==> src/pm_pkg.sv <==
package pm_pkg;

   //////////////////////////////
   // sizes

   localparam int n_ant  = 4;
   localparam int n_bank = 3;
   localparam int pwr_w  = 32;
   localparam int addr_w = 4;

   //////////////////////////////
   // result memory map

   localparam logic [addr_w-1:0] base_tssi    = 4'd0;   // one dl tssi word per antenna
   localparam logic [addr_w-1:0] base_pa_tssi = 4'd4;   // pa observation tssi
   localparam logic [addr_w-1:0] base_ul      = 4'd8;   // uplink wrssi
   localparam logic [addr_w-1:0] base_orx     = 4'd12;  // srx wrssi

   //////////////////////////////
   // sample formats

   // dac stream with i in the upper half
   typedef struct packed {
      logic signed [15:0] i;
      logic signed [15:0] q;
   } dac_iq_t;

   // uplink and srx streams
   typedef struct packed {
      logic signed [13:0] i;
      logic signed [13:0] q;
   } rx_iq_t;

endpackage
==> src/rx_source_sel.sv <==
`timescale 1ns/1ps

module rx_source_sel (
   input  logic                                     clk_3x,
   input  logic                                     rst_n,
   input  logic                                     rx_tx_mode_sel,
   input  logic                                     sync_5ms,
   input  logic                                     debug_override,
   input  pm_pkg::rx_iq_t [pm_pkg::n_ant-1:0]       ul_data,
   input  logic [pm_pkg::n_ant-1:0]                 ul_valid,
   input  pm_pkg::rx_iq_t [pm_pkg::n_ant-1:0]       srx_data,
   input  logic [pm_pkg::n_ant-1:0]                 srx_valid,
   output pm_pkg::rx_iq_t [pm_pkg::n_ant-1:0]       sel_data,
   output logic [pm_pkg::n_ant-1:0]                 sel_valid,
   output logic                                     rx_mode
);

   logic mode;

   // frame sync takes over in debug
   assign mode = debug_override ? sync_5ms : rx_tx_mode_sel;

   always_ff @(posedge clk_3x or negedge rst_n) begin
      if (!rst_n) begin
         sel_valid <= '0;
         rx_mode   <= 1'b0;
      end else begin
         sel_valid <= mode ? srx_valid : ul_valid;
         rx_mode   <= mode;  // stays aligned with sel_data
      end
   end

   always_ff @(posedge clk_3x) begin
      sel_data <= mode ? srx_data : ul_data;
   end

endmodule

==> config.mk <==
export PLATFORM = sky130hd
export DESIGN_NAME = rx_source_sel
export DESIGN_NICKNAME = d
export VERILOG_FILES = /design/src/pm_pkg.sv /design/src/rx_source_sel.sv
export SDC_FILE = /design/constraint.sdc
export NUM_CORES = 1
export LEC_CHECK = 0
export BUFFER_PORTS_ARGS = -buffer_cell sky130_fd_sc_hd__clkbuf_2
export CAP_MARGIN = 20
export CORE_AREA = 2 2 136 138
export CTS_CLUSTER_SIZE = 16
export DETAILED_ROUTE_END_ITERATION = 6
export DIE_AREA = 0 0 138 140
export SETUP_SLACK_MARGIN = 0.3
export SLEW_MARGIN = 5
export SYNTH_ARGS = -nofsm -noshare
export SYNTH_HDL_FRONTEND = slang
export SYNTH_SLANG_ARGS = --single-unit
==> constraint.sdc <==
create_clock -name clk_3x -period 0.8 [get_ports clk_3x]
set_input_delay 0.12 -clock clk_3x [delete_from_list [all_inputs] [get_ports clk_3x]]
set_output_delay 0.12 -clock clk_3x [all_outputs]
set_load 0.02 [all_outputs]
# Word level (Yosys, flattened, before mapping)
# Index checks and enable logic that the tools add are counted.
# classes
n_mux,3
# ops
op,n
2-to-1 mux 112 bit,1
2-to-1 mux 4 bit,1
2-to-1 mux 1 bit,1
# word_totals
register_bits,117
wordCells,13

# Logic depth before layout (Yosys ltp)
# depth
depth_word,2
ltp_mapped,4
ltp_nobuf,2

# Worst setup path before layout
# No wires, ideal clock.
# synth_timing
path_type,input to register
from,in debug_override
to,reg sel_data[100] in the netlist's numbering
setup_time_ps,121
arrival_ps,1022
slack_ps,-343
cell_stages,4
path_buffers,2
path_cell_list,mux2i_4 buf_6 buf_6 mux2_4
# synth_between
elab_chain_cells,2
# synth_lines
element,line,text
"start, declared",rx_source_sel.sv:8,"input logic debug_override,"
2-to-1 mux 1 bit,rx_source_sel.sv:21,assign mode = debug_override ? sync_5ms : rx_tx_mode_sel;
2-to-1 mux 112 bit,rx_source_sel.sv:34,sel_data <= mode ? srx_data : ul_data;
"end signal, assigned",rx_source_sel.sv:34,
"end, declared",rx_source_sel.sv:13,"output pm_pkg::rx_iq_t [pm_pkg::n_ant-1:0] sel_data,"
# No other way between the ends.

# Final worst setup path
# layout_timing
from,reg sel_valid[0] in the netlist's numbering
to,out sel_valid[0] in the netlist's numbering
# layout_lines
element,line,text
"start, declared",rx_source_sel.sv:14,"output logic [pm_pkg::n_ant-1:0] sel_valid,"
"start signal, assigned",rx_source_sel.sv:28,sel_valid <= mode ? srx_valid : ul_valid;
# No word-level cell between the ends.

==> results.sh <==
export IMPL_run_status="complete, but fails checks"
export IMPL_failed_checks="hold timing, setup timing"
export IMPL_cts_buffers_inserted=17
export IMPL_utilization_pct=50.2
export IMPL_min_period_ns=1.04
export IMPL_grt_max_degree=17
export IMPL_drt_iter0_drc=58
export IMPL_setup_tns_ns=-38.57
export IMPL_routedWlPerCell_um=16.7
export IMPL_wirelength_mm=14.9
export IMPL_yosysSeqAreaShare_pct=61.3
export IMPL_cp_cell_sequence="buf_6"
export IMPL_cp_max_fo=1
export IMPL_critPathKind="reg -> out"
export IMPL_syn_nets=484
export IMPL_grt_pass1_wl_mm=22.1
export IMPL_whs_endpoint="sel_data[50]"
export IMPL_maxSlewHeadroom_pct=83.4
export IMPL_dp_hpwl_mm=9.83
export IMPL_vias=3544
export IMPL_cp_required_ns=0.68
export IMPL_rows=49
export IMPL_cp_data_arrival_time_ns=0.92
export IMPL_clk_pin_slew_worst_paths_ns=0.06
export IMPL_p_leak_nw=4.51
export IMPL_hold_ws_ns=-0.0640
export IMPL_path_buf_inv=1
export IMPL_synth_cell_area_um2=3860
export IMPL_first_global_vias=4006
export IMPL_worstHoldStart="srx_data[50]"
export IMPL_die_w_um=138
export IMPL_cts_tree="done"
export IMPL_syn_area_per_cell_um2=15.6
export IMPL_ant_nets=0
export IMPL_gr_total_overflow=0
export IMPL_gp_congestion=0.786
export IMPL_rsz0062_at_grt="true"
export IMPL_drive_gt1_share_pct=98.9
export IMPL_drc=0
export IMPL_die_h_um=140
export IMPL_grtUsageTotal_pct=15.1
export IMPL_period_share_pct=130
export IMPL_diodes=0
export IMPL_power_w=0.0195
export IMPL_antenna_found_initial=0
export IMPL_yosysMostFrequentCell="dfxtp_1"
export IMPL_fill_cells=1477
export IMPL_synth_area_top_cells="dfxtp_1, mux2_2, mux2_4, dfrtp_1, mux2_1"
export IMPL_cpPeakStageDelay_ns=0.38
export IMPL_fp_dieArea_um2=19300
export IMPL_avgViaCountPerCell=3.97
export IMPL_fin_nets=888
export IMPL_synth_main_ff_cell="dfxtp_1"
export IMPL_num_io_pins=354
export IMPL_synth_area_leader_cell="dfxtp_1"
export IMPL_netlist_top_cells_count="dfxtp_1, mux2_2, mux2_4, mux2_1, buf_2"
export IMPL_core_area_um2=17800
export IMPL_h_tree_depth=4
export IMPL_vdd_drop_max_mv=1.32
export IMPL_crit_family="flip-flops"
export IMPL_hold_path_depth=2
export IMPL_synth_edf_count=0
export IMPL_ys_ff_latch=117
export IMPL_synth_distinct_cells=9
export IMPL_clockBufferDepth=2
export IMPL_first_pass_iters=4
export IMPL_max_freq_mhz=959
export IMPL_port_buffers=353
export IMPL_cts_root_buf="clkbuf_16"
export IMPL_maxCapViolCount=0
export IMPL_async_flop_share_pct=4.27
export IMPL_worst_slack_ns=-0.243
export IMPL_hold_path_class="in -> reg"
export IMPL_synthCells=247
export IMPL_area_growth_pct=131
export IMPL_hold_viol=116
export IMPL_start_util_pct=21.7
export IMPL_yosys_area_top_type_share_pct=58.1
export IMPL_final_cell_area_um2=8930
export IMPL_placed_cell_area_um2=6130
export IMPL_startpoint_type="flop"
export IMPL_powerDensity_nw_per_um2=2180
export IMPL_cts_sinks=117
export IMPL_holdBufCountCts=1
export IMPL_worst_pin_slew_ns=0.244
export IMPL_slowest_stage="dfrtp_1"
export IMPL_yosys_warnings=0
export IMPL_slew_viol_final=0
export IMPL_cp_end_kind="output pin"
export IMPL_setup_viol=233
[per-stage QoR]
stage | setup slack (ns) | hold slack, ns | instances
finish | -0.243 | -0.0640 | 893
global route | -0.289 | -0.0891 | 893
global placement | -0.565 | -0.0480 | 830
detailed placement | -0.581 | -0.0536 | 830
CTS | -0.283 | -0.0855 | 892
floorplan | -0.336 | -0.176 | 247
[cell type report]
class | instances | area, um2 | area share (%)
timing repair buffer | 397 | 3770 | 42.2
sequential | 117 | 2510 | 28.1
multi-input combinational | 117 | 1760 | 19.8
clock buffer | 19 | 443 | 4.96
tap | 229 | 287 | 3.21
clock inverter | 13 | 158 | 1.77
inverter | 1 | 3.75 | 0.0420
[routing by layer]
layer	vias to the layer above	global-route usage (%)	part of all wire [%]
met4	0	6.07	2.0
met5	-	0	0
met1	1649	16.8	38
met3	23	5.40	7.2
met2	193	26.2	52
li1	1679	-	-
[sequential cells by signal, summed over array words and instances (netlist names)]
signal	count
rx_mode	1
sel_data	112
sel_valid	4
[logic make-up after synthesis]
group / after synthesis / synth area share (%)
buffers and inverters: 13 / 2.30
flip-flops: 117 / 61.3
multiplexers: 117 / 36.4
[where the power goes]
part	internal, W	switching (W)	total, W
clock	0.00497	0.00275	0.00771
sequential	0.00651	0.000363	0.00687
combinational	0.00318	0.00170	0.00489
total	0.0147	0.00481	0.0195
[worst max-delay path by stage]
stage,start,end,slack (ns),depth (start not counted)
5_1_grt,sel_valid[0],sel_valid[0],-0.29,1
3_3_place_gp,debug_override,sel_valid[0],-0.57,5
3_5_place_dp,debug_override,sel_valid[2],-0.58,5
6_report,sel_valid[0],sel_valid[0],-0.24,1
4_1_cts,sel_valid[0],sel_valid[0],-0.28,1
2_1_floorplan,debug_override,sel_data[101],-0.34,4
[what timing repair did]
action                                  CTS  global route
setup buffers                            18             1
endpoints found under the hold margin   121           116
resized for setup                       359           136
gates cloned                             11             0
endpoints found under the setup margin  234           234
[placed cells by master (no fill, tap or decap)]
master / netlist / routed
clkbuf_2: 0 / 233
buf_8: 0 / 119
mux2_4: 20 / 116
dfxtp_2: 0 / 112
clkbuf_16: 0 / 17
buf_12: 0 / 16
buf_6: 4 / 15
buf_16: 0 / 11
clkinv_2: 0 / 5
dfrtp_1: 5 / 5
clkinv_4: 0 / 4
bufinv_16: 0 / 3
mux2i_4: 1 / 1
inv_2: 0 / 1
clkbuf_8: 0 / 1
clkbuf_1: 0 / 1
clkinvlp_4: 0 / 1
dlygate4sd3_1: 0 / 1
buf_2: 8 / 1
buf_4: 0 / 1
Power figures use the tool's default switching activity.
