File: src/pm_pkg.sv
package pm_pkg;

   //////////////////////////////
   // sizes

   localparam int n_ant  = 4;
   localparam int n_bank = 3;
   localparam int pwr_w  = 32;
   localparam int addr_w = 4;

   //////////////////////////////
   // result memory map

   localparam logic [addr_w-1:0] base_tssi    = 4'd0;   // one dl tssi word per antenna
   localparam logic [addr_w-1:0] base_pa_tssi = 4'd4;   // pa observation tssi
   localparam logic [addr_w-1:0] base_ul      = 4'd8;   // uplink wrssi
   localparam logic [addr_w-1:0] base_orx     = 4'd12;  // srx wrssi

   //////////////////////////////
   // sample formats

   // dac stream with i in the upper half
   typedef struct packed {
      logic signed [15:0] i;
      logic signed [15:0] q;
   } dac_iq_t;

   // uplink and srx streams
   typedef struct packed {
      logic signed [13:0] i;
      logic signed [13:0] q;
   } rx_iq_t;

endpackage
File: src/result_arb.sv
`timescale 1ns/1ps

module result_arb (
   input  logic                                           clk_3x,
   input  logic                                           rst_n,
   input  logic [pm_pkg::n_bank-1:0]                      req,
   input  logic [pm_pkg::n_bank-1:0][pm_pkg::addr_w-1:0]  wr_addr,
   input  logic [pm_pkg::n_bank-1:0][pm_pkg::pwr_w-1:0]   wr_data,
   output logic [pm_pkg::n_bank-1:0]                      gnt,
   output logic                                           we,
   output logic [pm_pkg::addr_w-1:0]                      waddr,
   output logic [pm_pkg::pwr_w-1:0]                       wdata
);

   localparam int idx_w = $clog2(pm_pkg::n_bank);

   logic [idx_w-1:0] ptr;
   logic [idx_w-1:0] g_idx;

   //////////////////////////////
   // grant to the first requester from ptr

   always_comb begin
      logic found;
      int   idx;
      gnt   = '0;
      g_idx = '0;
      found = 1'b0;
      for (int k = 0; k < pm_pkg::n_bank; k++) begin
         idx = (int'(ptr) + k) % pm_pkg::n_bank;
         if (!found && req[idx]) begin
            gnt[idx] = 1'b1;
            g_idx    = idx_w'(idx);
            found    = 1'b1;
         end
      end
   end

   always_ff @(posedge clk_3x or negedge rst_n) begin
      if (!rst_n) begin
         ptr <= '0;
      end else if (|gnt) begin
         // move past the winner
         ptr <= (int'(g_idx) == pm_pkg::n_bank - 1) ? '0 : g_idx + 1'b1;
      end
   end

   assign we    = |gnt;
   assign waddr = wr_addr[g_idx];
   assign wdata = wr_data[g_idx];

endmodule

File: config.mk
export PLATFORM = sky130hd
export DESIGN_NAME = result_arb
export DESIGN_NICKNAME = d
export VERILOG_FILES = /design/src/pm_pkg.sv /design/src/result_arb.sv
export SDC_FILE = /design/constraint.sdc
export NUM_CORES = 1
export LEC_CHECK = 0
export BUFFER_PORTS_ARGS = -buffer_cell sky130_fd_sc_hd__clkbuf_2
export CORE_MARGIN = 5
export CORE_UTILIZATION = 25
export CTS_CLUSTER_SIZE = 16
export DETAILED_ROUTE_END_ITERATION = 10
export GPL_ROUTABILITY_DRIVEN = 0
export REMOVE_ABC_BUFFERS = 1
export SYNTH_ARGS = -nofsm -noshare
export SYNTH_HDL_FRONTEND = slang
export SYNTH_SLANG_ARGS = --single-unit
File: constraint.sdc
create_clock -name clk_3x -period 5.7 [get_ports clk_3x]
set_input_delay 0.855 -clock clk_3x [delete_from_list [all_inputs] [get_ports clk_3x]]
set_output_delay 0.855 -clock clk_3x [all_outputs]
set_load 0.02 [all_outputs]
After elaboration in Yosys (flattened, before gate mapping)
Cells that the tools add are included.
Operators by class
  add/sub/neg operators: 3
  multipliers: 0
  div/mod/pow operators: 3
  order comparisons: 7
  equal/unequal tests: 1
  shifts and indexed selects: 0
  multiplexer cells: 28
  bitwise logic cells: 2
  reductions and logical operators: 8
Operators by type and width (count)
  $ge A32 B1 Y1 const B: 3
  $lt A32 B4 Y1 const B: 3
  $bmux W32 S2: 1
  $mod A32 B3 Y32 const B: 2
  $mod A3 B3 Y32 const B: 1
  $mux W32: 1
  $mux W1: 11
  $mux W3: 3
  $bmux W4 S2: 1
  $mux W2: 4
  $bmux W1 S2: 3
  $demux W1 S2: 3
  $or A3 B3 Y3: 2
  $logic_and A1 B1 Y1: 5
  $mux W4: 1
  $add A2 B1 Y3 const B: 1
  $add A2 B2 Y3 const B: 1
  $lt A2 B3 Y1 const B: 1
  $reduce_or A3 Y1: 1
  $add A2 B1 Y2 const B: 1
  $eq A2 B2 Y1 const B: 1
  $logic_not A1 Y1: 2
Storage, ports and cells
  bits in registers: 2
  latch bits: 0
  memory bits (writable): 0
  ROM bits: 0
  input bits: 113
  output and inout bits: 40
  word-level logic and storage cells: 53
  memories kept: 0

Logic depth before layout (Yosys ltp)
  word-level depth: 13
  gate-level depth with buffers: 11
  depth with buffers taken out: 8

Worst setup path after synthesis
No wires, ideal clock.
  kind: input to output
  start: in req[0] (netlist bit)
  end: out wdata[13] (netlist bit)
  arrival time: 2371 ps
  required time: 4845 ps
  slack: 2474 ps
  stages: 8
  path buffers: 2
  path through: mux2_4 > mux2i_1 > o21ai_1 > o21bai_4 > buf_8 > buf_8 > mux2i_1 > o2bb2ai_1
Between the ends
  longest elaborated chain between the ends: 12
  elaborated cells between the ends (all ways): 20
  those cells by class: mux (16); reduce/logical (4)
Ends and longest elaborated chain
  from (decl): line result_arb.sv:6  | input logic [pm_pkg::n_bank-1:0] req,
  $bmux W1 S2: line result_arb.sv:31  | if (!found && req[idx]) begin
  $mux W1 (not written as such) (2 in series): line result_arb.sv:31
  $mux W1: line result_arb.sv:31
  $logic_not A1 Y1: line result_arb.sv:31
  $logic_and A1 B1 Y1: line result_arb.sv:31
  $mux W1: line result_arb.sv:31
  $logic_not A1 Y1: line result_arb.sv:31
  $logic_and A1 B1 Y1: line result_arb.sv:31
  $mux W2 *: line result_arb.sv:31
  $bmux W32 S2 *: line result_arb.sv:50  | assign wdata = wr_data[g_idx];
  $mux W32 (not written as such) *: line result_arb.sv:50
  to (decl): line result_arb.sv:12  | output logic [pm_pkg::pwr_w-1:0] wdata
Mark *: on every way between the ends. The rest lies on a longest branch, timed or not. The select of a mux whose other input is x is not followed.

Worst setup path in the final report
  start: reg ptr[0]
  end: out wdata[0] (netlist bit)
Between the ends
  longest elaborated chain between the ends: 13
  elaborated cells between the ends (all ways): 25
  those cells by class: add/sub (2); div (3); mux (16); reduce/logical (4)
Ends and longest elaborated chain
  from (decl): line result_arb.sv:17  | logic [idx_w-1:0] ptr;
  from (signal assigned): line result_arb.sv:44  | ptr <= (int'(g_idx) == pm_pkg::n_bank - 1) ? '0 : g_idx + 1'b1;
  parallel branches: the longest is 10 deep, another holds $mod A32 B3 Y32
  $mux W2 *: line result_arb.sv:31
  $bmux W32 S2 *: line result_arb.sv:50
  $mux W32 (not written as such) *: line result_arb.sv:50
Every way passes the cells marked *. The select of a mux whose other input is x is not followed.

==> qor.yml <==
setup_path:
  arrival_ps: 3350
  crit_family: "compound AO/OA/AOI/OAI gates"
  crit_path_end_kind: "primary output"
  crit_type: "register to primary output"
  timing.rr.start: "ptr[0]$_DFFE_PN0P_"
  cp_num_cells: 10
  startpoint_type: "register"
  cp_num_buf_inv: 3
  cp-startpoint: "ptr[0]$_DFFE_PN0P_"
  crit_fanout: 21
  cpMaxStageDelayCell: "o21bai_4"
  crit_chain: "inv_1, ha_1, nor3b_1, and2_1, o21ai_1, o21bai_4, buf_4, mux2i_1, o2bb2ai_1, clkbuf_2"
  r2r_cells: 9
  cpPeakStageDelay_ps: 630
  crit_required_ps: 4850
sta:
  tns_ps: 0
  relSlewSlack_pct: 47.8
  final.setup_skew_ps: 0.323
  fmax_mhz: 238
  min_period_ps: 4210
  worst_pin_slew_ps: 780
  fin_crit_sh_pct: 73.9
  whs_ps: 429
  slew_viol_final: 0
  hold_viol_final: 0
  grt_setup_unrepaired: "no"
  setup_viol: 0
cts:
  cts_setup_buffers: 0
  clkTransAtPathRegs_ps: 30
  clock-sinks: 2
  clk_latency_ps: 210
  cts_max_level: 1
  cts-root-buf: "clkbuf_8"
  hold_buffers: 0
  cts_made_buffers: 3
  cts_tree: "built"
  cts.repair.resized: 0
  clockBufferDepth: 2
route:
  via_per_inst: 4.73
  ant_nets: 0
  post_drt_wl_per_cell_um: 15.0
  drt-total-wl_mm: 5.36
  drtIter0Drc: 73
  drt_pass1_iterations: 4
  drcViolationCount: 0
  num_vias: 1688
global_routing:
  grt_pass1_wl_mm: 8.36
  grt_overflow: 0
  grt_antenna_before_repair: 0
  grtUsageMet2_pct: 26.9
  grt_pass1_vias: 1770
  grt-busiest-layer: "met2"
  met3_usage_pct: 4.15
  grt_max_degree: 38
  grt_usage_pct: 14.3
  use_met1_pct: 15.2
synthesis:
  synth-main-ff-cell: "dfrtp_1"
  synth_edf_count: 0
  yosys.area_share.simple_pct: 12.0
  ys_seq_area_share_pct: 3.67
  synth-xor-area-share_pct: 0
  yosysUniqueCellTypes: 36
  synth_fa_ha_area_share_pct: 3.67
  avgSynthCellArea_um2: 9.47
  syn-cell-area_um2: 1360
  ys.warnings.count: 0
  ys_seq_elements: 2
  synthArstFlopShare_pct: 100
  synth-compound-area-share_pct: 37.5
  postSynthCellCount: 144
  synth_top_family_by_area: "compound AO/OA/AOI/OAI gates"
  muxShareOfSynthArea_pct: 31.7
cells_and_area:
  syn_to_final_growth_pct: 56.3
  fillerInstances: 553
  fin_nets: 406
  layout_commonest_cell: "clkbuf_2"
  largest_reg_flops: 2
  mostFrequentLayoutCells: "clkbuf_2, mux2i_1, o2bb2ai_1"
  multi_input_area_um2: 1160
  ff_latch_area_um2: 50.0
  final_core_util_pct: 41.0
  diodes: 0
  drive_above_1_share_pct: 61.7
  regMostFlops: "ptr"
  reg.largest.list: "ptr x2"
  design_area_um2: 2130
die:
  design.core.area_um2: 5200
  fp-row-count: 26
  start_util_pct: 26.2
  die_h_um: 83.9
  ios: 153
  die_w_um: 83.9
  die_area_um2: 7030
power_and_ir_drop:
  power_leakage_nw: 1.09
  powerDensity_nw_per_um2: 536
  total_power_mw: 1.14
  peakVddDrop_mv: 0.198
run:
  cap_viol_max_count: 0
placed_design:
  port_buffers: 152
  hpwl_mm: 4.45
  place_area_um2: 2090
outcome:
  status: "finished, final reports clean"
worst_hold_path:
  holdCritPathClass: "input port to async pin"
-- per-stage QoR --
| step | cells | setup WS, ps |
|---|---|---|
| after floorplan | 130 | 1960 |
| after global placement | 354 | 1670 |
| after detailed placement | 354 | 1610 |
| after CTS | 357 | 1470 |
| after global routing | 357 | 1200 |
| final | 357 | 1490 |
-- power by group --
group	internal (mW)	leakage [nW]	switching, mW
Sequential	0.0215	0.0241	0.00579
Clock	0.0445	0.0216	0.00988
Combinational	0.405	1.04	0.655
Total	0.471	1.09	0.671
-- cell usage after synthesis (2+ instances only) --
library cell,n,area share (%)
mux2i_1,38,28
mux2_2,2,1.7
o21a_1,2,1.1
nor2_1,2,0.55
nand2_1,2,0.55
dfrtp_1,2,3.7
a21oi_1,3,1.1
buf_8,4,4.4
mux2_4,2,2.2
buf_2,4,1.5
nand2b_1,4,1.8
and2_1,3,1.4
o2bb2ai_2,10,11
a31oi_1,2,0.92
buf_6,3,2.5
o2bb2ai_1,26,17
buf_4,2,1.1
nand4b_1,2,1.3
nor2b_1,5,2.3
ha_1,4,3.7
inv_1,5,1.4
o21ai_0,3,1.1
-- path summary, 6_finish.rpt --
check	slack (ps)	endpoint
setup / recovery	1490	wdata[0]
hold / removal	430	ptr[0]$_DFFE_PN0P_
setup reg to reg	2640	ptr[0]$_DFFE_PN0P_
hold reg to reg	580	ptr[0]$_DFFE_PN0P_
max in group asynchronous	5170	ptr[1]$_DFFE_PN0P_
min in group clk_3x	580	ptr[0]$_DFFE_PN0P_
-- area by class of cell --
type | instances | area share (%)
Clock buffer | 3 | 1.94
Sequential cell | 2 | 2.35
Timing Repair Buffer | 154 | 36.4
Multi-Input combinational cell | 123 | 54.3
Tap cell | 70 | 4.11
Inverter | 5 | 0.880
-- cells by family after synthesis --
| logic type | count (synthesis) |
|---|---|
| compound gates | 54 |
| mux | 42 |
| simple gates | 23 |
| buf+inv | 19 |
| fa+ha+maj | 4 |
| flops | 2 |
-- worst reg2reg max path: stages, from the launching register on --
cell and delay, ps:
dfrtp_1 380, inv_1 80, ha_1 420, nor3b_1 350, and2_1 170, o21ai_1 100, o21bai_4 630, buf_4 470
nor2_1 80, mux2_2 270
-- per-layer routing --
layer  share of wire [%]  wire length [um]  up-vias
met5                   0                 0        -
met4                0.99                53        0
met3                 8.8               469        6
met2                  54              2910       92
met1                  36              1920      732
li1                    -                 -      858
Power figures use the tool's default switching activity.
