$ cat src/pm_pkg.sv
package pm_pkg;

   //////////////////////////////
   // sizes

   localparam int n_ant  = 4;
   localparam int n_bank = 3;
   localparam int pwr_w  = 32;
   localparam int addr_w = 4;

   //////////////////////////////
   // result memory map

   localparam logic [addr_w-1:0] base_tssi    = 4'd0;   // one dl tssi word per antenna
   localparam logic [addr_w-1:0] base_pa_tssi = 4'd4;   // pa observation tssi
   localparam logic [addr_w-1:0] base_ul      = 4'd8;   // uplink wrssi
   localparam logic [addr_w-1:0] base_orx     = 4'd12;  // srx wrssi

   //////////////////////////////
   // sample formats

   // dac stream with i in the upper half
   typedef struct packed {
      logic signed [15:0] i;
      logic signed [15:0] q;
   } dac_iq_t;

   // uplink and srx streams
   typedef struct packed {
      logic signed [13:0] i;
      logic signed [13:0] q;
   } rx_iq_t;

endpackage
$ cat src/result_ram.sv
`timescale 1ns/1ps

module result_ram (
   input  logic                      clk_3x,
   input  logic                      rst_n,
   input  logic                      we,
   input  logic [pm_pkg::addr_w-1:0] waddr,
   input  logic [pm_pkg::pwr_w-1:0]  wdata,
   input  logic [pm_pkg::addr_w-1:0] rd_addr,
   output logic [pm_pkg::pwr_w-1:0]  rd_data
);

   localparam int depth = 2 ** pm_pkg::addr_w;

   logic [pm_pkg::pwr_w-1:0] mem [depth];

   // reads before any window must return zero
   always_ff @(posedge clk_3x or negedge rst_n) begin
      if (!rst_n) begin
         for (int k = 0; k < depth; k++) begin
            mem[k] <= '0;
         end
      end else if (we) begin
         mem[waddr] <= wdata;
      end
   end

   always_ff @(posedge clk_3x or negedge rst_n) begin
      if (!rst_n) begin
         rd_data <= '0;
      end else begin
         rd_data <= mem[rd_addr];  // one cycle read
      end
   end

endmodule

$ cat config.mk
export PLATFORM = sky130hd
export DESIGN_NAME = result_ram
export DESIGN_NICKNAME = d
export VERILOG_FILES = /design/src/pm_pkg.sv /design/src/result_ram.sv
export SDC_FILE = /design/constraint.sdc
export NUM_CORES = 1
export LEC_CHECK = 0
export ABC_AREA = 1
export BUFFER_PORTS_ARGS = -buffer_cell sky130_fd_sc_hd__buf_2
export CORE_MARGIN = 10
export CORE_UTILIZATION = 33
export DETAILED_ROUTE_END_ITERATION = 6
export PLACE_DENSITY_LB_ADDON = 0.12
export SLEW_MARGIN = 30
export SYNTH_ARGS = -nofsm -noshare
export SYNTH_HDL_FRONTEND = slang
export SYNTH_SLANG_ARGS = --single-unit
$ cat constraint.sdc
create_clock -name clk_3x -period 1.9 [get_ports clk_3x]
set_clock_uncertainty 0.05 [all_clocks]
set_input_delay 0.095 -clock clk_3x [delete_from_list [all_inputs] [get_ports clk_3x]]
set_output_delay 0.095 -clock clk_3x [all_outputs]
set_load 0.03 [all_outputs]
# Word-level counts from Yosys, hierarchy flattened
# Cells that the tools add are included.
[totals] register_bits=544 output_inout_bits=32 word_cells=29
[op_classes] n_lt_le_gt_ge=3 n_mux=6 bitwise_logic=2 n_reduce_logical=1
[ops] cell="512-bit bitwise mux" n=1
[ops] cell="32-bit binary-select mux with 4-bit select" n=1
[ops] cell="32-bit demux with 4-bit select" n=1
[ops] cell="32-bit 2-to-1 mux" n=3
[ops] cell="5-bit >= comparator, second input constant" n=2
[ops] cell="4-bit NOT with 5-bit output" n=2
[ops] cell="5-bit by 1-bit less-than comparator with 1-bit output, second input constant" n=1
[ops] cell="1-bit logical AND" n=1

# Logic depth before layout (Yosys ltp)
# Gate-level depths: netlist of the first run.
[depth] depth_word=6 mapped_depth=9 ltp_nobuf=7

# Worst setup path before layout of the first run
# No wires, ideal clock.
[synth_timing] kind="input to register" startpoint="input rd_addr[0] (netlist name)" endpoint="register rd_data[15] (netlist name)" setup_ns=0.118 t_arrival_ns=1.088 setup_slack_ns=0.644 cell_stages=9 cell_sequence="buf_2 inv_2 buf_2 clkbuf_1 nand2_1 nand3_1 nand3_1 nand3_1 nand2_1"
[synth_between] elab_chain_cells=4
[synth_rtl] item="start, declared" line_no="result_ram.sv:9" source="input logic [pm_pkg::addr_w-1:0] rd_addr,"
[synth_rtl] item="4-bit NOT with 5-bit output (implied by the code)" line_no="result_ram.sv:32" source="rd_data <= mem[rd_addr];"
[synth_rtl] item="32-bit binary-select mux with 4-bit select" line_no="result_ram.sv:32"
[synth_rtl] item="32-bit 2-to-1 mux (implied by the code) (2 in series)" line_no="result_ram.sv:32"
[synth_rtl] item="end signal, assigned" line_no="result_ram.sv:32"
[synth_rtl] item="end, declared" line_no="result_ram.sv:10" source="output logic [pm_pkg::pwr_w-1:0] rd_data"
# No other way between the ends. The select of a mux whose other input is x is not followed.
# A chain may end at the register's enable or synchronous reset.

# Worst setup path after layout of the first run
[layout_timing] startpoint="input rd_addr[0] (netlist name)" endpoint="register rd_data[18] (netlist name)"
# The elaborated chain is that of the path after synthesis.

==> results of run 1 <==
registers in the layout, indices dropped and copies added (netlist names):
name / cells
mem: 512
rd_data: 32
cell usage in the layout, fill, tap and decap left out, drive strengths merged:
cell type    netlist  layout
buf               74     152
bufinv             0       1
clkbuf           160      99
clkinv             0      12
clkinvlp           0       2
dfrtp            544     544
diode              0       1
dlygate4sd3        0      35
inv              481     483
nand2           1080    1080
nand3            389     389
nand3b             1       1
nor2               7       7
nor3               2       2
o21ai            569     569
routing by layer:
| metal | global-route usage | vias up | wire, um |
|---|---|---|---|
| met2 | 0.3048 | 410 | 37710 |
| met1 | 0.2523 | 10180 | 38970 |
| met5 | 0 | - | 19 |
| met4 | 0.05015 | 4 | 1660 |
| met3 | 0.02473 | 99 | 3375 |
| li1 | - | 10310 | - |
what timing repair did:
item	CTS	global route
gates resized for setup	0	0
endpoints found under the hold margin	814	0
hold buffers	36	0
power by group:
group | internal (mW) | switching, mW
logic | 2.07 | 3.58
clock network | 7.45 | 5.02
registers | 14.0 | 1.04
total | 23.5 | 9.63
worst max-delay path by stage:
stage | startpoint | end | slack [ps] | cells past startpoint
after floorplan | rd_addr[0] | rd_data[15]$_DFF_PN0_ | 640 | 9
after global placement | waddr[0] | mem[160]$_DFFE_PN0P_ | 320 | 5
after detailed placement | waddr[0] | mem[172]$_DFFE_PN0P_ | 280 | 5
after CTS | rd_addr[0] | rd_data[18]$_DFF_PN0_ | 380 | 10
after global routing | rd_addr[0] | rd_data[30]$_DFF_PN0_ | 220 | 9
final | rd_addr[0] | rd_data[18]$_DFF_PN0_ | 360 | 10
logic make-up (layout without fill, tap and decap cells):
logic type	Yosys count	after routing	synth area share
simple gates	1479	1479	0.2412
buf+inv	715	784	0.1090
compound gates	569	569	0.1124
flops	544	544	0.5374
other cells	0	1	0
stage by stage:
step / area (um^2) / total power, mW
final: 29710 / 33.17
after global routing: 29710 / 35.36
after CTS: 29710 / 33.66
after detailed placement: 27210 / 20.87
after global placement: 27210 / 20.70
after floorplan: 25330 / 18.95
cell type report:
class / instances / area, um^2 / share of cell area
inverters: 481 / 1813 / 0.06101
flip-flops and latches: 544 / 13610 / 0.4581
clock inverters: 17 / 122.6 / 0.004127
multi-input cells: 2048 / 8984 / 0.3023
repair buffers: 187 / 1879 / 0.06324
diodes: 1 / 2.502 / 0.00008421
clock buffers: 99 / 2012 / 0.06771
well taps: 1030 / 1289 / 0.04337
worst min-delay path, cell delays in order:
cell,delay [ps]
buf_2,140
buf_4,240
nand3_1,120
nand2_1,50
==> out/qor_table.md, run 1 <==
| Step | Item | Value |
| --- | --- | --- |
| die | Die outline area | 88250 um^2 |
| synthesis | Leading cell types by count after synthesis | 1077 x nand2_1, 544 x dfrtp_1, 530 x o21ai_0 |
| synthesis | Top_reg_cell synth | dfrtp_1 |
| sta | Min cycle time layout | 1543 ps |
| clock tree | CTS tree | built |
| route | Wirelength per Cell | 18.55 um |
| synthesis | Synth async-reset ratio | 1.000 |
| setup path | Required arrival time at the worst endpoint | 2320 ps |
| die | Count of standard-cell rows | 101 |
| sta | Headroom to the max-slew limit | 0.5714 |
| clock tree | Num Clock Sinks | 544 |
| setup path | Gate family responsible for the most delay along the worst path | buffers and inverters |
| hold path | Class of the tightest hold or removal check | in2reg |
| setup path | Worst EP arrival | 1960 ps |
| setup path | List of cells traversed by the critical path | dlygate4sd3_1, buf_8, inv_6, buf_12, buf_4, nand2_1, nand3_1, nand3_1, nand3_1, nand2_1 |
| placement | Worst slack after detailed placement | 282.8 ps |
| global route | GR Overflow Total | 0 |
| sta | Crit path setup slack, layout | 357.3 ps |
| synthesis | Share of the synthesized area in the top cell type | 0.5374 |
| sta | Final count of hold timing violations | 0 |
| clock tree | CTS H-Tree Depth | 3 |
| setup path | Beginning of the worst register-to-register path | mem[458]$_DFFE_PN0P_ |
| finish | Non-filler cells in the finished layout | 4407 |
| placement | Post-DP HPWL | 46.10 mm |
| setup path | Register-to-register setup slack | 760 ps |
| setup path | Crit path buffers/inverters | 5 |
| sta | Setup Viol. Count Final | 0 |
| hold path | Hold path depth | 4 |
| sta | Worst slew pin tran | 642.9 ps |
| route | Total wire length | 81.73 mm |
| clock tree | Number of buffers inserted during clock tree synthesis | 66 |
| clock tree | Root buffer cell | clkbuf_16 |
| synthesis | Most instantiated library cell after synthesis | nand2_1 |
| placement | Routability congestion estimate | 0.7720 |
| finish | Filler instances | 7903 |
| clock tree | Buffer levels on the longest clock path | 3 |
| synthesis | Synth area leader | dfrtp_1 |
| sta | Max-slew violation count | 0 |
| finish | Final design utilization | 0.3906 |
| setup path | Most frequent cell on the critical path | nand3_1 |
| die | Initial Util | 0.3330 |
| setup path | Library cell contributing the largest single delay on the critical path | dlygate4sd3_1 |
| global route | First-pass GRT wire length | 128.4 mm |
| global route | Number of global-route vias before repair | 21050 |
| synthesis | Sequential share of the synthesized area | 0.5374 |
| sta | Share of the clock period used by the worst path after layout | 0.8120 |
| clock tree | Post-CTS setup-driven buffer insertion count | 0 |
| global route | Number of antenna violations at the first check in global routing | 4 |
| finish | Growth of design area from synthesis to finish | 17.30% |
| clock tree | Post-CTS clock slew at the launch and capture registers of the worst setup and hold paths | 60 ps |
| setup path | Largest stage delay on the critical path | 560 ps |
| route | Via total after detailed routing | 21010 |
| die | Core area | 76080 um^2 |
| setup path | Number of cell instances on the worst register-to-register path | 6 |
| finish | Number of nets in the final layout | 3371 |
| sta | Unrepaired setup endpoints after global routing | no |
| setup path | Type of element launching the critical path | input pin |
| clock tree | Clk_lat worst skew | 590 ps |
| hold path | Worst hold endpoint | rd_data[3]$_DFF_PN0_ |
| flow run | Max capacitance violation total | 0 |
| hold path | Startpoint of the worst hold path | rd_addr[3] |
| sta | Fmax | 648.2 MHz |
| synthesis | Number of standard cells after synthesis | 3307 |
| sta | Minimum hold slack | 45.51 ps |
| synthesis | Number of library cell types mapped by synthesis | 17 |
| die | Die X-Extent | 297.1 um |
| route | Drc violations | 0 |
| setup path | Capture point of the worst reg-to-reg path | rd_data[10]$_DFF_PN0_ |
| synthesis | Net count after synthesis | 3350 |
| setup path | Path type of the worst setup path | in2reg |
| synthesis | Mean Syn Cell Area | 7.660 um^2 |
| synthesis | Leading post-synthesis cells by cell area | dfrtp_1 54%, nand2_1 16%, o21ai_0 10% |
| pwr | Maximum ir drop on the vdd rail | 0.5597 mV |
| route | Antenna violation net count after detailed routing | 0 |
| placement | Count of input and output buffers | 74 |
| setup path | Critical-path maximum fanout | 45 |
| synthesis | Flops & latches, synth | 544 |
| route | Number of search-and-repair iterations in the first detailed-routing pass | 5 |
| global route | Overall routing resource usage | 0.1850 |
| finish | Fraction of layout instances using a drive strength above 1 | 0.08146 |
| die | Vertical die dimension | 297.1 um |
| synthesis | Post-synthesis instance area | 25330 um^2 |
| synthesis | Yosys warning total | 0 |
| global route | Maximum number of pins on one net before global-route repair | 120 |
| synthesis | Count of flip-flops with a built-in enable after synthesis | 0 |
| pwr | Power Dens Cells | 1116 nW/um^2 |
| sta | Setup TNS Final | 0 ps |
| pwr | Reported leakage power | 14.75 nW |
| die | Num ports | 75 |
| route | Ratio of routed vias to standard cells | 4.767 |
| route | DRC marker count from the first detailed-route iteration | 1481 |
| setup path | Capturing element type of the critical path | flip-flop |
| placement | Placed cells | 4254 |
| outcome | Run status | finished, final reports clean |
(Power assumes the default switching activity.)
==> inputs of run 2 (changes only) <==
==> constraint.sdc (replaced) <==
create_clock -name clk_3x -period 1.4 [get_ports clk_3x]
set_clock_uncertainty 0.05 [all_clocks]
set_input_delay 0.07 -clock clk_3x [delete_from_list [all_inputs] [get_ports clk_3x]]
set_output_delay 0.07 -clock clk_3x [all_outputs]
set_load 0.03 [all_outputs]
==> out/qor_table.md, run 2 (synthesis results as in run 1) <==
| Step | Item | Value |
| --- | --- | --- |
| setup path | Required arrival time at the worst endpoint | 1790 ps |
| sta | Final count of hold timing violations | 0 |
| clock tree | Clk_lat worst skew | 600 ps |
| pwr | Share of total power consumed by net switching | 0.2878 |
| route | Met3 wire length | 3.930 mm |
| sta | Fmax | 717.8 MHz |
| clock tree | Num Clock Sinks | 544 |
| clock tree | Buffer levels on the longest clock path | 3 |
| global route | Overall routing resource usage | 0.1878 |
| route | Routed length on met1 | 38.85 mm |
| finish | Max FFs per register | 512 |
| flow run | Max capacitance violation total | 0 |
| route | DRC marker count from the first detailed-route iteration | 1927 |
| finish | Commonest cells after routing, fill and taps aside | 1073 x nand2_1, 542 x dfrtp_1, 529 x o21ai_0, 478 x inv_1, 385 x nand3_1 |
| placement | Placed cells | 4304 |
| pwr | Switching power of the nets | 13.18 mW |
| route | Antenna violation net count after detailed routing | 0 |
| global route | Number of global-route vias before repair | 21070 |
| die | Die X-Extent | 297.1 um |
| pwr | Power Dens Cells | 1490 nW/um^2 |
| sta | Headroom to the max-slew limit | 0.6522 |
| finish | Number of nets in the final layout | 3447 |
| setup path | Type of element launching the critical path | input pin |
| die | Die outline area | 88250 um^2 |
| pwr | Maximum ir drop on the vdd rail | 0.8733 mV |
| sta | Setup TNS Final | 0 ps |
| sta | Unrepaired setup endpoints after global routing | yes |
| clock tree | CTS tree | built |
| finish | Registers with the highest flip-flop counts | mem: 512 flops, rd_data: 32 flops |
| setup path | Path type of the worst setup path | in2reg |
| route | Drc violations | 0 |
| pwr | Fraction of power consumed by combinational cells | 0.173 |
| setup path | Most frequent cell on the critical path | nand3_1 |
| route | Wire length on met2 | 39.01 mm |
| sta | Share of the clock period used by the worst path after layout | 0.9951 |
| clock tree | Root buffer cell | clkbuf_16 |
| setup path | Worst EP arrival | 1790 ps |
| sta | Min cycle time layout | 1393 ps |
| route | Number of search-and-repair iterations in the first detailed-routing pass | 5 |
| sta | Worst slew pin tran | 521.7 ps |
| route | Total wire length | 83.59 mm |
| sta | Max-slew violation count | 0 |
| setup path | List of cells traversed by the critical path | dlygate4sd3_1, buf_8, buf_12, buf_16, nand2_1, nand3_1, nand3_1, nand3_1, nand2_1 |
| setup path | Critical-path maximum fanout | 33 |
| die | Vertical die dimension | 297.1 um |
| sta | Setup Viol. Count Final | 0 |
| setup path | Largest stage delay on the critical path | 570 ps |
| route | Highest layer used for signal routing | met5 |
| die | Core area | 76080 um^2 |
| die | Num ports | 75 |
| finish | Fraction of layout instances using a drive strength above 1 | 0.09368 |
| pwr | Fraction of power consumed by the clock network | 0.380 |
| hold path | Class of the tightest hold or removal check | in2reg |
| finish | Filler instances | 7810 |
| route | Ratio of routed vias to standard cells | 4.829 |
| sta | Crit path setup slack, layout | 6.860 ps |
| setup path | Register-to-register setup slack | 260 ps |
| finish | Non-filler cells in the finished layout | 4479 |
| placement | Worst slack after detailed placement | -65.43 ps |
| finish | Most frequent standard cell in the layout excluding fill and tap cells | nand2_1 |
| die | Count of standard-cell rows | 101 |
| clock tree | Number of buffers inserted during clock tree synthesis | 66 |
| pwr | Reported leakage power | 15.21 nW |
| finish | Growth of design area from synthesis to finish | 21.34% |
| clock tree | CTS H-Tree Depth | 3 |
| die | Initial Util | 0.3330 |
| finish | Register with the most flip-flops | mem |
| global route | Number of antenna violations at the first check in global routing | 5 |
| route | Wirelength per Cell | 18.66 um |
| placement | Post-DP HPWL | 50.94 mm |
| outcome | Run status | finished, final reports clean |
| pwr | Seq pwr share | 0.447 |
| placement | Routability congestion estimate | 0.7893 |
| setup path | Library cell contributing the largest single delay on the critical path | dlygate4sd3_1 |
| placement | Count of input and output buffers | 74 |
| pwr | Internal Pwr Total | 32.61 mW |
| setup path | Capturing element type of the critical path | flip-flop |
| clock tree | Post-CTS clock slew at the launch and capture registers of the worst setup and hold paths | 60 ps |
| global route | First-pass GRT wire length | 130.6 mm |
| global route | GR Overflow Total | 0 |
| route | Via total after detailed routing | 21630 |
| global route | Maximum number of pins on one net before global-route repair | 70 |
## run 2: final cells by class
cell class                      instances  area, um^2  area share
Sequential cell                       544       13620      0.4430
Multi-Input combinational cell       2048        8992      0.2925
Timing Repair Buffer                  263        2844     0.09252
Clock buffer                          101        2052     0.06676
Inverter                              481        1813     0.05898
Tap cell                             1030        1289     0.04193
Clock inverter                         11       130.1    0.004233
Antenna cell                            1       2.502  0.00008141
## run 2: worst max-delay path, delay by kind of cell
family	cells	cell delay [ps]
buffers and inverters	4	1170
AND/OR/NAND/NOR	5	490
## run 2: path summary, 6_finish.rpt
check                                      from                     to  depth (start not counted)
min                                    waddr[2]   mem[445]$_DFFE_PN0P_                          4
max reg2reg                  mem[8]$_DFFE_PN0P_   rd_data[8]$_DFF_PN0_                          6
max in group asynchronous                 rst_n    mem[58]$_DFFE_PN0P_                          3
min reg2reg                mem[236]$_DFFE_PN0P_   mem[236]$_DFFE_PN0P_                          2
min in group asynchronous                 rst_n   mem[234]$_DFFE_PN0P_                          3
max                                  rd_addr[0]  rd_data[21]$_DFF_PN0_                          9
## run 2: metrics by stage
stage | power [mW] | utilization | hold WS, ps | area (um^2)
after global routing | 48.68 | 0.4040 | 5.520 | 30740
after global placement | 28.32 | 0.3665 | 44.16 | 27880
after detailed placement | 28.57 | 0.3665 | 32.11 | 27880
final | 45.79 | 0.4040 | 1.858 | 30740
after CTS | 46.34 | 0.4033 | -39.19 | 30680
after floorplan | 25.72 | - | -275.6 | 25330
## run 2: what timing repair did
action	4_1_cts	5_1_grt
setup buffers	0	1
hold buffers	60	0
endpoints found under the setup margin	4	11
endpoints found under the hold margin	871	0
gates cloned	0	1
gates resized for setup	6	7
pin swaps	0	1
## run 2: power groups by stage
stage	Clock, mW	Sequential, mW	Combinational (mW)
floorplan	0	20.6	5.11
global placement	0	20.6	7.69
detailed placement	0	20.7	7.85
CTS	17.8	20.5	8.04
global route	18.5	20.8	9.32
finish	17.4	20.5	7.94
## run 2: per-layer routing
metal | global-route usage | vias up
li1 | - | 10470
met1 | 0.2568 | 10510
met2 | 0.3044 | 538
met3 | 0.02669 | 106
met4 | 0.05687 | 6
met5 | 0 | -
==> inputs of run 3 (changes only) <==
--- a/config.mk
+++ b/config.mk
@@ -9,6 +9,7 @@
 export BUFFER_PORTS_ARGS = -buffer_cell sky130_fd_sc_hd__buf_2
 export CORE_MARGIN = 10
 export CORE_UTILIZATION = 33
+export CTS_BUF_LIST = sky130_fd_sc_hd__clkbuf_16
 export DETAILED_ROUTE_END_ITERATION = 6
 export PLACE_DENSITY_LB_ADDON = 0.12
 export SLEW_MARGIN = 30
==> out/qor_table.md, run 3 (synthesis results as in run 1) <==
| Step | Item | Value |
| --- | --- | --- |
| outcome | Run status | finished, violations left |
| outcome | Violated checks | DRC |
| setup path | Library cell contributing the largest single delay on the critical path | dfrtp_2 |
| clock tree | CTS H-Tree Depth | 3 |
| hold path | Hold path depth | 4 |
| die | Vertical die dimension | 297.1 um |
| setup path | Critical-path maximum fanout | 1 |
| finish | Registers with the highest flip-flop counts | mem: 512 flops, rd_data: 32 flops |
| clock tree | CTS tree | built |
| finish | Growth of design area from synthesis to finish | 20.92% |
| global route | Number of antenna violations at the first check in global routing | 4 |
| placement | Routability congestion estimate | 0.7893 |
| die | Initial Util | 0.3330 |
| sta | Max-slew violation count | 0 |
| sta | Setup TNS Final | 0 ps |
| finish | Max FFs per register | 512 |
| global route | GR Overflow Total | 0 |
| hold path | Startpoint of the worst hold path | waddr[2] |
| route | Routed length on met1 | 38.94 mm |
| clock tree | Buffer levels on the longest clock path | 3 |
| setup path | Crit path buffers/inverters | 1 |
| sta | Worst slew pin tran | 524.1 ps |
| route | Via total after detailed routing | 21540 |
| setup path | List of cells traversed by the critical path | buf_4 |
| setup path | Largest stage delay on the critical path | 450 ps |
| route | Wire length on met2 | 39.27 mm |
| route | Antenna violation net count after detailed routing | 0 |
| setup path | Type of element launching the critical path | flip-flop |
| pwr | Power Dens Cells | 1468 nW/um^2 |
| sta | Share of the clock period used by the worst path after layout | 0.9698 |
| setup path | Required arrival time at the worst endpoint | 1280 ps |
| route | Ratio of routed vias to standard cells | 4.808 |
| global route | Number of global-route vias before repair | 21020 |
| finish | Commonest cells after routing, fill and taps aside | 1071 x nand2_1, 542 x dfrtp_1, 529 x o21ai_0, 494 x inv_1, 385 x nand3_1 |
| clock tree | Clk_lat worst skew | 600 ps |
| placement | Post-DP HPWL | 50.94 mm |
| setup path | Capture point of the worst reg-to-reg path | rd_data[8]$_DFF_PN0_ |
| setup path | Capturing element type of the critical path | primary output |
| placement | Count of input and output buffers | 74 |
| route | Number of search-and-repair iterations in the first detailed-routing pass | 7 |
| die | Die X-Extent | 297.1 um |
| die | Count of standard-cell rows | 101 |
| route | Highest layer used for signal routing | met5 |
| sta | Fmax | 736.5 MHz |
| finish | Register with the most flip-flops | mem |
| die | Core area | 76080 um^2 |
| sta | Setup Viol. Count Final | 0 |
| clock tree | Number of buffers inserted during clock tree synthesis | 66 |
| die | Num ports | 75 |
| pwr | Maximum ir drop on the vdd rail | 0.8732 mV |
| sta | Unrepaired setup endpoints after global routing | no |
| flow run | Max capacitance violation total | 0 |
| finish | Final design utilization | 0.4027 |
| pwr | Reported leakage power | 15.21 nW |
| route | Wirelength per Cell | 18.65 um |
| global route | Overall routing resource usage | 0.1875 |
| finish | Most frequent standard cell in the layout excluding fill and tap cells | nand2_1 |
| route | Total wire length | 83.55 mm |
| sta | Min cycle time layout | 1358 ps |
| global route | Maximum number of pins on one net before global-route repair | 70 |
| setup path | Path type of the worst setup path | reg2out |
| sta | Headroom to the max-slew limit | 0.6506 |
| route | DRC marker count from the first detailed-route iteration | 1870 |
| setup path | Beginning of the worst register-to-register path | mem[8]$_DFFE_PN0P_ |
| setup path | Register-to-register setup slack | 280 ps |
| finish | Fraction of layout instances using a drive strength above 1 | 0.09078 |
| route | Drc violations | 4 |
| finish | Filler instances | 7813 |
| clock tree | Num Clock Sinks | 544 |
| clock tree | Post-CTS clock slew at the launch and capture registers of the worst setup and hold paths | 60 ps |
| clock tree | Root buffer cell | clkbuf_16 |
| setup path | Gate family responsible for the most delay along the worst path | flip-flops |
| sta | Final count of hold timing violations | 0 |
| setup path | Number of cell instances on the worst register-to-register path | 6 |
| setup path | Worst EP arrival | 1240 ps |
| global route | First-pass GRT wire length | 130.5 mm |
| die | Die outline area | 88250 um^2 |
| finish | Number of nets in the final layout | 3447 |
| hold path | Class of the tightest hold or removal check | in2reg |
| route | Met3 wire length | 3.681 mm |
| hold path | Worst hold endpoint | mem[445]$_DFFE_PN0P_ |
==> run 3: worst register-to-register path, delay by kind of cell (launching register included) <==
family / cells / cell delay (ps)
buffers and inverters: 1 / 70
flip-flops: 1 / 360
AND/OR/NAND/NOR: 5 / 490
==> run 3: power by group <==
group | internal [mW] | switching, mW
Combinational | 2.99 | 4.96
Sequential | 19.0 | 1.43
Clock | 9.82 | 6.75
Total | 31.8 | 13.1
==> run 3: timing repair <==
action / in CTS / in global routing
gates resized for setup: 6 / 10
cloned: 0 / 1
setup buffers: 0 / 1
endpoints found under the hold margin: 871 / 0
pin swaps: 0 / 1
hold buffers: 60 / 0
setup endpoints to repair: 4 / 12
==> run 3: worst max-delay path by stage <==
stage	endpoint	from	slack, ps	cells past startpoint
2_1_floorplan	rd_data[15]$_DFF_PN0_	rd_addr[0]	170	9
6_report	rd_data[29]	rd_data[29]$_DFF_PN0_	40	1
5_1_grt	rd_data[12]$_DFF_PN0_	rd_addr[0]	10	10
3_3_place_gp	mem[309]$_DFFE_PN0P_	waddr[0]	-30	6
4_1_cts	rd_data[30]	rd_data[30]$_DFF_PN0_	0.7	1
3_5_place_dp	mem[300]$_DFFE_PN0P_	waddr[0]	-70	5
==> run 3: area by class of cell <==
cell class / instances / area [um^2] / area share
sequential: 544 / 13620 / 0.4445
multi-input combinational: 2048 / 8997 / 0.2937
timing repair buffer: 263 / 2851 / 0.09308
clock buffer: 73 / 1827 / 0.05963
inverter: 481 / 1813 / 0.05918
tap: 1030 / 1289 / 0.04207
clock inverter: 39 / 235.2 / 0.007679
antenna: 2 / 5.005 / 0.0001634
==> run 3: through the flow <==
step | setup slack [ps] | hold WS (ps) | cells | instance area (um^2) | power [mW]
floorplan | 168.8 | -275.6 | 3307 | 25330 | 25.72
global placement | -34.82 | 44.16 | 4304 | 27880 | 28.32
detailed placement | -65.43 | 32.11 | 4304 | 27880 | 28.57
CTS | 0.7371 | -38.70 | 4476 | 30560 | 45.54
global route | 12.49 | 9.356 | 4478 | 30630 | 47.88
finish | 42.21 | 6.043 | 4480 | 30630 | 44.98
==> run 3: metal layers <==
layer	track usage	up-vias
li1	-	10470
met1	0.2571	10460
met2	0.3048	509
met3	0.02575	98
met4	0.05459	4
met5	0	-
